`src/logic/dvi_pkg.sv`:
```
// --------------------------------------------------------------------------
// DVI output path shared definitions
// --------------------------------------------------------------------------
package dvi_pkg;

  // horizontal timing in pixels, syncs are active high
  localparam int h_active = 16;
  localparam int h_front  = 2;
  localparam int h_sync   = 3;
  localparam int h_back   = 3;
  localparam int h_total  = h_active + h_front + h_sync + h_back;

  // vertical timing in lines
  localparam int v_active = 8;
  localparam int v_front  = 1;
  localparam int v_sync   = 2;
  localparam int v_back   = 1;
  localparam int v_total  = v_active + v_front + v_sync + v_back;

  localparam int h_count_w = $clog2(h_total);
  localparam int v_count_w = $clog2(v_total);

  // counter compare points, sized to the counters
  localparam logic [h_count_w-1:0] h_last     = h_count_w'(h_total - 1);
  localparam logic [h_count_w-1:0] h_act_end  = h_count_w'(h_active);
  localparam logic [h_count_w-1:0] h_sync_beg = h_count_w'(h_active + h_front);
  localparam logic [h_count_w-1:0] h_sync_end = h_count_w'(h_active + h_front + h_sync);
  localparam logic [v_count_w-1:0] v_last     = v_count_w'(v_total - 1);
  localparam logic [v_count_w-1:0] v_act_end  = v_count_w'(v_active);
  localparam logic [v_count_w-1:0] v_sync_beg = v_count_w'(v_active + v_front);
  localparam logic [v_count_w-1:0] v_sync_end = v_count_w'(v_active + v_front + v_sync);

  // register map
  localparam logic [3:0] addr_ctrl   = 4'h0;
  localparam logic [3:0] addr_fill   = 4'h4;
  localparam logic [3:0] addr_border = 4'h8;

  localparam logic [1:0] resp_okay   = 2'b00;
  localparam logic [1:0] resp_slverr = 2'b10;

  typedef struct packed {
    logic [7:0] red;
    logic [7:0] green;
    logic [7:0] blue;
  } rgb_t;

  localparam rgb_t fill_reset   = '{red: 8'hff, green: 8'hff, blue: 8'hff};
  localparam rgb_t border_reset = '{red: 8'h00, green: 8'h00, blue: 8'h00};

  typedef struct packed {
    logic hs;
    logic vs;
    logic border;
  } sync_t;

  // rise word goes out on the rising edge, fall word on the falling edge
  typedef struct packed {
    logic [11:0] rise;
    logic [11:0] fall;
  } ddr_word_t;

  typedef struct packed {
    logic        awvalid;
    logic [3:0]  awaddr;
    logic        wvalid;
    logic [31:0] wdata;
    logic [3:0]  wstrb;
    logic        bready;
    logic        arvalid;
    logic [3:0]  araddr;
    logic        rready;
  } axil_req_t;

  typedef struct packed {
    logic        awready;
    logic        wready;
    logic        bvalid;
    logic [1:0]  bresp;
    logic        arready;
    logic        rvalid;
    logic [31:0] rdata;
    logic [1:0]  rresp;
  } axil_rsp_t;

endpackage

```
`src/logic/dvi_regs.sv`:
```
// --------------------------------------------------------------------------
// DVI control registers, AXI4-Lite slave
// --------------------------------------------------------------------------
`timescale 1ns/100ps

module dvi_regs (
  input  logic                clock,
  input  logic                reset,
  input  dvi_pkg::axil_req_t  req,
  output dvi_pkg::axil_rsp_t  rsp,
  output logic                enable,
  output dvi_pkg::rgb_t       fill,
  output dvi_pkg::rgb_t       border_color
);

  logic        bvalid_q;
  logic [1:0]  bresp_q;
  logic        rvalid_q;
  logic [31:0] rdata_q;
  logic [1:0]  rresp_q;
  logic        wr_fire;
  logic        rd_fire;
  logic        wr_known;
  logic        rd_known;
  logic [31:0] rd_value;

  // merge the lower three bytes of a write under its strobes
  function automatic logic [23:0] merge_bytes(input logic [23:0] old_value,
                                              input logic [31:0] data,
                                              input logic [3:0]  strb);
    logic [23:0] merged;
    merged = old_value;
    for (int i = 0; i < 3; i++) begin
      if (strb[i]) merged[i*8 +: 8] = data[i*8 +: 8];
    end
    return merged;
  endfunction

  // a pending response blocks the next access of the same kind
  assign wr_fire = req.awvalid && req.wvalid && !bvalid_q;
  assign rd_fire = req.arvalid && !rvalid_q;

  assign wr_known = (req.awaddr == dvi_pkg::addr_ctrl) ||
                    (req.awaddr == dvi_pkg::addr_fill) ||
                    (req.awaddr == dvi_pkg::addr_border);

  always_comb begin
    rd_known = 1'b1;
    case (req.araddr)
      dvi_pkg::addr_ctrl:   rd_value = {31'd0, enable};
      dvi_pkg::addr_fill:   rd_value = {8'd0, fill};
      dvi_pkg::addr_border: rd_value = {8'd0, border_color};
      default: begin
        rd_known = 1'b0;
        rd_value = '0;
      end
    endcase
  end

  always_ff @(posedge clock) begin
    if (reset) begin
      enable       <= 1'b0;
      fill         <= dvi_pkg::fill_reset;
      border_color <= dvi_pkg::border_reset;
      bvalid_q     <= 1'b0;
      rvalid_q     <= 1'b0;
    end else begin
      if (wr_fire) begin
        bvalid_q <= 1'b1;
        case (req.awaddr)
          dvi_pkg::addr_ctrl:   if (req.wstrb[0]) enable <= req.wdata[0];
          dvi_pkg::addr_fill:   fill <= merge_bytes(fill, req.wdata, req.wstrb);
          dvi_pkg::addr_border:
            border_color <= merge_bytes(border_color, req.wdata, req.wstrb);
          default: ;
        endcase
      end else if (bvalid_q && req.bready) begin
        bvalid_q <= 1'b0;
      end
      if (rd_fire) begin
        rvalid_q <= 1'b1;
      end else if (rvalid_q && req.rready) begin
        rvalid_q <= 1'b0;
      end
    end
  end

  // response payload only changes on a new access
  always_ff @(posedge clock) begin
    if (wr_fire) bresp_q <= wr_known ? dvi_pkg::resp_okay : dvi_pkg::resp_slverr;
    if (rd_fire) begin
      rdata_q <= rd_value;
      rresp_q <= rd_known ? dvi_pkg::resp_okay : dvi_pkg::resp_slverr;
    end
  end

  always_comb begin
    rsp.awready = wr_fire;
    rsp.wready  = wr_fire;
    rsp.bvalid  = bvalid_q;
    rsp.bresp   = bresp_q;
    rsp.arready = !rvalid_q;
    rsp.rvalid  = rvalid_q;
    rsp.rdata   = rdata_q;
    rsp.rresp   = rresp_q;
  end

endmodule

```
`src/logic/video_timing.sv`:
```
// --------------------------------------------------------------------------
// Video timing generator
// --------------------------------------------------------------------------
`timescale 1ns/100ps

module video_timing (
  input  logic           clock,
  input  logic           reset,
  input  logic           enable,
  output dvi_pkg::sync_t sync,
  output logic           frame_start
);

  logic [dvi_pkg::h_count_w-1:0] h_count;
  logic [dvi_pkg::v_count_w-1:0] v_count;

  // counters sit at pixel 0 of line 0 while disabled
  always_ff @(posedge clock) begin
    if (reset || !enable) begin
      h_count <= '0;
      v_count <= '0;
    end else if (h_count == dvi_pkg::h_last) begin
      h_count <= '0;
      if (v_count == dvi_pkg::v_last) begin
        v_count <= '0;
      end else begin
        v_count <= v_count + 1'b1;
      end
    end else begin
      h_count <= h_count + 1'b1;
    end
  end

  // sync pulses follow the front porch, both active high
  always_comb begin
    sync.hs = enable &&
              (h_count >= dvi_pkg::h_sync_beg) && (h_count < dvi_pkg::h_sync_end);
    sync.vs = enable &&
              (v_count >= dvi_pkg::v_sync_beg) && (v_count < dvi_pkg::v_sync_end);
    // whole screen counts as border when disabled
    sync.border = !enable ||
                  (h_count >= dvi_pkg::h_act_end) || (v_count >= dvi_pkg::v_act_end);
  end

  assign frame_start = enable && (h_count == '0) && (v_count == '0);

endmodule

```
`src/logic/pixel_source.sv`:
```
// --------------------------------------------------------------------------
// Fill and border pixel source
// --------------------------------------------------------------------------
`timescale 1ns/100ps

module pixel_source (
  input  logic           clock,
  input  logic           reset,
  input  dvi_pkg::sync_t sync_in,
  input  logic           frame_start,
  input  dvi_pkg::rgb_t  fill,
  input  dvi_pkg::rgb_t  border_color,
  output dvi_pkg::rgb_t  pixel,
  output dvi_pkg::sync_t sync_out
);

  dvi_pkg::rgb_t fill_q;
  dvi_pkg::rgb_t border_q;
  dvi_pkg::rgb_t fill_now;
  dvi_pkg::rgb_t border_now;

  // the first pixel of a frame already uses the freshly sampled colors
  assign fill_now   = frame_start ? fill : fill_q;
  assign border_now = frame_start ? border_color : border_q;

  always_ff @(posedge clock) begin
    if (reset) begin
      fill_q   <= dvi_pkg::fill_reset;
      border_q <= dvi_pkg::border_reset;
    end else if (frame_start) begin
      fill_q   <= fill;
      border_q <= border_color;
    end
  end

  always_ff @(posedge clock) begin
    if (reset) begin
      pixel    <= '0;
      sync_out <= '{hs: 1'b0, vs: 1'b0, border: 1'b1};
    end else begin
      pixel    <= sync_in.border ? border_now : fill_now;
      sync_out <= sync_in;
    end
  end

endmodule

```
`src/logic/dvi_ddr_format.sv`:
```
// --------------------------------------------------------------------------
// DVI double data rate pixel formatter
// --------------------------------------------------------------------------
`timescale 1ns/100ps

module dvi_ddr_format (
  input  logic               clock,
  input  logic               reset,
  input  dvi_pkg::rgb_t      pixel,
  input  dvi_pkg::sync_t     sync_in,
  output dvi_pkg::ddr_word_t dvi_d,
  output logic               de,
  output logic               hsync,
  output logic               vsync
);

  dvi_pkg::ddr_word_t word;

  // 12-bit bus mapping, two words per pixel
  always_comb begin
    word.rise = {pixel.red[3:0], pixel.green};
    word.fall = {pixel.blue, pixel.red[7:4]};
  end

  always_ff @(posedge clock) begin
    if (reset) begin
      dvi_d <= '0;
      de    <= 1'b0;
      hsync <= 1'b0;
      vsync <= 1'b0;
    end else begin
      dvi_d <= word;
      // data enable is the inverse of the border flag
      de    <= !sync_in.border;
      hsync <= sync_in.hs;
      vsync <= sync_in.vs;
    end
  end

endmodule

```
`src/logic/dvi_out.sv`:
```
// --------------------------------------------------------------------------
// DVI source output path top level
// --------------------------------------------------------------------------
`timescale 1ns/100ps

module dvi_out (
  input  logic               clock,
  input  logic               reset,
  input  dvi_pkg::axil_req_t axil_req,
  output dvi_pkg::axil_rsp_t axil_rsp,
  output dvi_pkg::ddr_word_t dvi_d,
  output logic               de,
  output logic               hsync,
  output logic               vsync
);

  logic           enable;
  dvi_pkg::rgb_t  fill;
  dvi_pkg::rgb_t  border_color;
  dvi_pkg::sync_t timing_sync;
  logic           frame_start;
  dvi_pkg::rgb_t  pixel;
  dvi_pkg::sync_t pixel_sync;

  dvi_regs u_regs (
    .clock        (clock),
    .reset        (reset),
    .req          (axil_req),
    .rsp          (axil_rsp),
    .enable       (enable),
    .fill         (fill),
    .border_color (border_color)
  );

  video_timing u_timing (
    .clock       (clock),
    .reset       (reset),
    .enable      (enable),
    .sync        (timing_sync),
    .frame_start (frame_start)
  );

  pixel_source u_source (
    .clock        (clock),
    .reset        (reset),
    .sync_in      (timing_sync),
    .frame_start  (frame_start),
    .fill         (fill),
    .border_color (border_color),
    .pixel        (pixel),
    .sync_out     (pixel_sync)
  );

  dvi_ddr_format u_format (
    .clock   (clock),
    .reset   (reset),
    .pixel   (pixel),
    .sync_in (pixel_sync),
    .dvi_d   (dvi_d),
    .de      (de),
    .hsync   (hsync),
    .vsync   (vsync)
  );

endmodule

```
`config.mk`:
```
export PLATFORM = sky130hd
export DESIGN_NAME = dvi_out
export DESIGN_NICKNAME = d
export VERILOG_FILES = /design/src/logic/dvi_pkg.sv /design/src/logic/dvi_regs.sv /design/src/logic/video_timing.sv /design/src/logic/pixel_source.sv /design/src/logic/dvi_ddr_format.sv /design/src/logic/dvi_out.sv
export SDC_FILE = /design/constraint.sdc
export NUM_CORES = 1
export LEC_CHECK = 0
export BUFFER_PORTS_ARGS = -buffer_cell sky130_fd_sc_hd__buf_2
export CORE_MARGIN = 2
export CORE_UTILIZATION = 55
export CTS_BUF_LIST = sky130_fd_sc_hd__clkbuf_16
export DETAILED_ROUTE_END_ITERATION = 10
export PLACE_DENSITY = 0.83
export SYNTH_ARGS = -nofsm -noshare
export SYNTH_HDL_FRONTEND = slang
export SYNTH_SLANG_ARGS = --single-unit
```
`constraint.sdc`:
```
create_clock -name clock -period 6.1 [get_ports clock]
set_clock_uncertainty 0.15 [all_clocks]
set_input_delay 1.83 -clock clock [delete_from_list [all_inputs] [get_ports clock]]
set_output_delay 1.83 -clock clock [all_outputs]
set_load 0.01 [all_outputs]
```
==> metrics.txt <==
# TYPE chip_impl_metric gauge
chip_impl_metric{name="post_synth_inst_count",unit=""} 724
chip_impl_metric{name="route.antenna.remaining_nets",unit=""} 0
chip_impl_metric{name="switching_share",unit=""} 0.218
chip_impl_info{name="cts_tree",value="done"} 1
chip_impl_metric{name="placement_rows",unit=""} 42
chip_impl_metric{name="drt_pass1_iterations",unit=""} 5
chip_impl_metric{name="antenna_cells",unit=""} 0
chip_impl_info{name="grt_setup_unrepaired",value="no"} 1
chip_impl_info{name="synth_top_cells_by_count",value="sky130_fd_sc_hd__dfxtp_1 (162), sky130_fd_sc_hd__nor2_1 (104), sky130_fd_sc_hd__mux2i_1 (99)"} 1
chip_impl_metric{name="postSynth.asyncResetShare",unit=""} 0
chip_impl_metric{name="cts-root-to-sink-buffers",unit=""} 2
chip_impl_metric{name="whs",unit="ns"} 0.240
chip_impl_metric{name="clock_latency_on_the_worst_skew_pair",unit="ns"} 0.43
chip_impl_metric{name="drt-initial-drc-count",unit=""} 552
chip_impl_metric{name="design.die.area",unit="um2"} 14600
chip_impl_info{name="critPathMostFrequentCell",value="sky130_fd_sc_hd__buf_2"} 1
chip_impl_metric{name="tritoncts.num_buffers",unit=""} 17
chip_impl_metric{name="vdd_ir_drop_max",unit="mV"} 0.198
chip_impl_metric{name="layout-drive-gt1-share",unit=""} 0.181
chip_impl_metric{name="share_comb_of_total_power",unit=""} 0.041
chip_impl_metric{name="die_width",unit="um"} 121
chip_impl_metric{name="ys_seq_elements",unit=""} 188
chip_impl_info{name="timing_worst_setup_path_type",value="in -> out"} 1
chip_impl_metric{name="start_util",unit=""} 0.566
chip_impl_metric{name="worst_r2r_path_depth",unit=""} 4
chip_impl_info{name="crit-reg2reg-capture",value="u_source.border_q[5]$_SDFF_PP0_"} 1
chip_impl_metric{name="synth_warnings",unit=""} 0
chip_impl_metric{name="cts_num_sinks",unit=""} 188
chip_impl_metric{name="cell_area_synth",unit="um2"} 7520
chip_impl_metric{name="detailroute.via_count",unit=""} 5509
chip_impl_metric{name="globalRouteTotalUtil",unit=""} 0.236
chip_impl_info{name="synth_area_leaders",value="sky130_fd_sc_hd__dfxtp_1 (43%), sky130_fd_sc_hd__mux2i_1 (13%), sky130_fd_sc_hd__edfxtp_1 (10%)"} 1
chip_impl_metric{name="final_weighted_congestion_of_routability_driven_global_placement",unit=""} 0.780
chip_impl_metric{name="timing_hold_violations_final",unit=""} 0
chip_impl_metric{name="areaGrowthSynthToFinish",unit="%"} 14.7
chip_impl_metric{name="postSynthAreaPerCell",unit="um2"} 10.4
chip_impl_metric{name="place.port_buffers",unit=""} 99
chip_impl_metric{name="antenna_found_initial",unit=""} 0
chip_impl_metric{name="tightest_slew",unit="ns"} 1.16
chip_impl_metric{name="dp_hpwl",unit="um"} 10300
chip_impl_metric{name="synth_enable_flop_cells",unit=""} 26
chip_impl_metric{name="finalInstanceArea",unit="um2"} 8630
chip_impl_info{name="crit_path_cell_trace",value="buf_2, and3b_1, buf_2"} 1
chip_impl_metric{name="vias_per_cell",unit=""} 5.63
chip_impl_metric{name="internal-power",unit="mW"} 1.94
chip_impl_metric{name="wirelength_per_cell",unit="um"} 17.5
chip_impl_metric{name="first_global_vias",unit=""} 5449
chip_impl_metric{name="maxSlewViolCount",unit=""} 0
chip_impl_metric{name="final.period_utilization",unit=""} 0.723
chip_impl_info{name="regToRegStartpoint",value="u_timing.v_count[3]$_SDFFE_PP0N_"} 1
chip_impl_metric{name="die-height",unit="um"} 121
chip_impl_info{name="status",value="complete, no violations"} 1
chip_impl_metric{name="ys_types",unit=""} 43
chip_impl_metric{name="setup-violations-final",unit=""} 0
chip_impl_metric{name="routed_wl",unit="um"} 17200
chip_impl_metric{name="net-switching-power",unit="uW"} 542
chip_impl_info{name="min_from",value="u_source.sync_out[0]$_SDFF_PP1_"} 1
chip_impl_info{name="synth-main-ff-cell",value="sky130_fd_sc_hd__dfxtp_1"} 1
chip_impl_metric{name="p_leak",unit="nW"} 3.16
chip_impl_info{name="worst_hold_path_type",value="reg -> reg"} 1
chip_impl_metric{name="post-route-drc-count",unit=""} 0
chip_impl_metric{name="clk_transition_reported_paths",unit="ns"} 0.07
chip_impl_metric{name="coreArea",unit="um2"} 13300
chip_impl_metric{name="p_per_area",unit="nW/um2"} 288
chip_impl_metric{name="cts.hold.buffers_added",unit=""} 0
chip_impl_info{name="clock_tree.root_cell",value="sky130_fd_sc_hd__clkbuf_16"} 1
chip_impl_metric{name="grt_start_max_net_pins",unit=""} 100
chip_impl_metric{name="global_route_wire_length_before_repair",unit="um"} 26700
chip_impl_metric{name="clockPowerShare",unit=""} 0.447
chip_impl_metric{name="placed_area",unit="um2"} 8020
chip_impl_metric{name="worst_path_largest_cell_delay",unit="ns"} 0.33
chip_impl_info{name="synth_top_area_cell",value="sky130_fd_sc_hd__dfxtp_1"} 1
chip_impl_info{name="min_delay_worst_endpoint",value="u_format.de$_SDFF_PP0_"} 1
chip_impl_metric{name="fin_crit",unit="ns"} 4.41
chip_impl_metric{name="h-tree-depth",unit=""} 4
chip_impl_info{name="worst_setup_path_end_kind",value="primary output"} 1
chip_impl_metric{name="grt.overflow.total",unit=""} 0
chip_impl_metric{name="fmaxAchievable",unit="GHz"} 0.227
chip_impl_metric{name="critical_path_required",unit="ns"} 4.12
chip_impl_metric{name="whs_path_depth",unit=""} 1
chip_impl_metric{name="seq_area_frac_synth",unit=""} 0.535
chip_impl_metric{name="design.portCount",unit=""} 119
chip_impl_metric{name="final_core_util",unit=""} 0.649
chip_impl_metric{name="post_cts_buffers",unit=""} 0
chip_impl_metric{name="maxCapViolations",unit=""} 0
chip_impl_metric{name="r2r_slack",unit="ns"} 2.74
chip_impl_metric{name="post-synth-top-area-fraction",unit=""} 0.431
chip_impl_metric{name="place_worst_setup_slack",unit="ns"} 1.70
chip_impl_metric{name="number_of_instances_resized_during_post_cts_repair",unit=""} 0
chip_impl_metric{name="arrival_time_of_data_at_the_critical_path_endpoint",unit="ns"} 2.43
chip_impl_info{name="synth_most_common_cell",value="sky130_fd_sc_hd__dfxtp_1"} 1
chip_impl_metric{name="critPathMaxFanout",unit=""} 11
chip_impl_info{name="worst_setup_path_start_kind",value="input pin"} 1
chip_impl_metric{name="postLayoutSetupSlackWorst",unit="ns"} 1.69
chip_impl_metric{name="timing.slew.headroom",unit=""} 0.226
chip_impl_info{name="cpMaxStageDelayCell",value="sky130_fd_sc_hd__and3b_1"} 1
chip_impl_metric{name="fin_nets",unit=""} 846
chip_impl_metric{name="tns",unit="ns"} 0
chip_impl_metric{name="seq_power_share",unit=""} 0.512
[worst max-delay path by stage]
stage | startpoint | to | slack (ns)
2_1_floorplan | axil_req[48] | axil_rsp[39] | 1.74
3_3_place_gp | axil_req[48] | axil_rsp[39] | 1.73
3_5_place_dp | axil_req[48] | axil_rsp[39] | 1.70
4_1_cts | axil_req[48] | axil_rsp[39] | 1.69
5_1_grt | axil_req[48] | axil_rsp[39] | 1.63
6_report | axil_req[48] | axil_rsp[39] | 1.69
[registers in the layout, summed over array words and instances (netlist names), 3 cells and up]
register / count
u_regs.border_color: 24
u_format.dvi_d: 24
u_regs.rdata_q: 24
u_source.pixel: 24
u_timing.v_count: 4
u_source.border_q: 24
u_timing.h_count: 5
u_source.fill_q: 24
u_regs.fill: 24
u_source.sync_out: 3
[power by group through the flow]
stage / sequential, mW / clock [mW] / combinational (mW)
4_1_cts: 1.27 / 1.12 / 0.102
5_1_grt: 1.27 / 1.17 / 0.110
2_1_floorplan: 1.31 / 0 / 0.0596
6_report: 1.27 / 1.11 / 0.102
3_5_place_dp: 1.30 / 0 / 0.101
3_3_place_gp: 1.30 / 0 / 0.0976
[final cells by class]
| class | instances | area [um2] |
|---|---|---|
| flip-flops and latches | 188 | 4020 |
| repair buffers | 108 | 566 |
| multi-input cells | 465 | 3170 |
| well taps | 176 | 220 |
| inverters | 10 | 37.5 |
| clock buffers | 20 | 500 |
| fillers | 1005 | 4670 |
| clock inverters | 12 | 109 |
[per-layer routing]
metal,vias to the layer above,part of all wire,GRT usage
li1,2604,-,-
met1,2654,0.42,0.295
met2,216,0.50,0.396
met3,35,0.062,0.0475
met4,0,0.021,0.0974
met5,-,0,0
[metrics by stage]
| step | power [mW] | instances |
|---|---|---|
| 2_1_floorplan | 1.37 | 733 |
| 5_1_grt | 2.55 | 979 |
| 6_report | 2.49 | 979 |
| 4_1_cts | 2.49 | 979 |
| 3_5_place_dp | 1.40 | 947 |
| 3_3_place_gp | 1.40 | 947 |
[logic make-up after synthesis]
group | Yosys count | synth area share
mux | 99 | 0.132
other cells | 1 | 0.000499
xor+xnor | 3 | 0.00349
flops | 188 | 0.535
buf+inv | 80 | 0.0534
fa+ha+maj | 5 | 0.00832
compound gates | 106 | 0.0965
simple gates | 242 | 0.171
[critical path: cells and delay by family]
family	cells	cell delay [ns]
buffers and inverters	2	0.27
AND/OR/NAND/NOR	1	0.33
[cells in the final DEF (no fill, tap or decap), types with 3 or more instances in the layout]
cell	count
sky130_fd_sc_hd__buf_2	98
sky130_fd_sc_hd__nor2b_1	27
sky130_fd_sc_hd__buf_4	10
sky130_fd_sc_hd__clkbuf_16	20
sky130_fd_sc_hd__edfxtp_1	26
sky130_fd_sc_hd__nand3_1	6
sky130_fd_sc_hd__and3_1	7
sky130_fd_sc_hd__nand2_1	3
sky130_fd_sc_hd__o21ai_0	26
sky130_fd_sc_hd__inv_1	10
sky130_fd_sc_hd__nor2_1	104
sky130_fd_sc_hd__a31oi_1	24
sky130_fd_sc_hd__a22o_1	23
sky130_fd_sc_hd__ha_1	5
sky130_fd_sc_hd__conb_1	10
sky130_fd_sc_hd__mux2i_1	99
sky130_fd_sc_hd__clkinv_4	5
sky130_fd_sc_hd__a21oi_1	4
sky130_fd_sc_hd__a211oi_1	24
sky130_fd_sc_hd__nor4b_1	3
sky130_fd_sc_hd__dfxtp_1	162
sky130_fd_sc_hd__nand2b_1	75
Power figures use the tool's default switching activity.
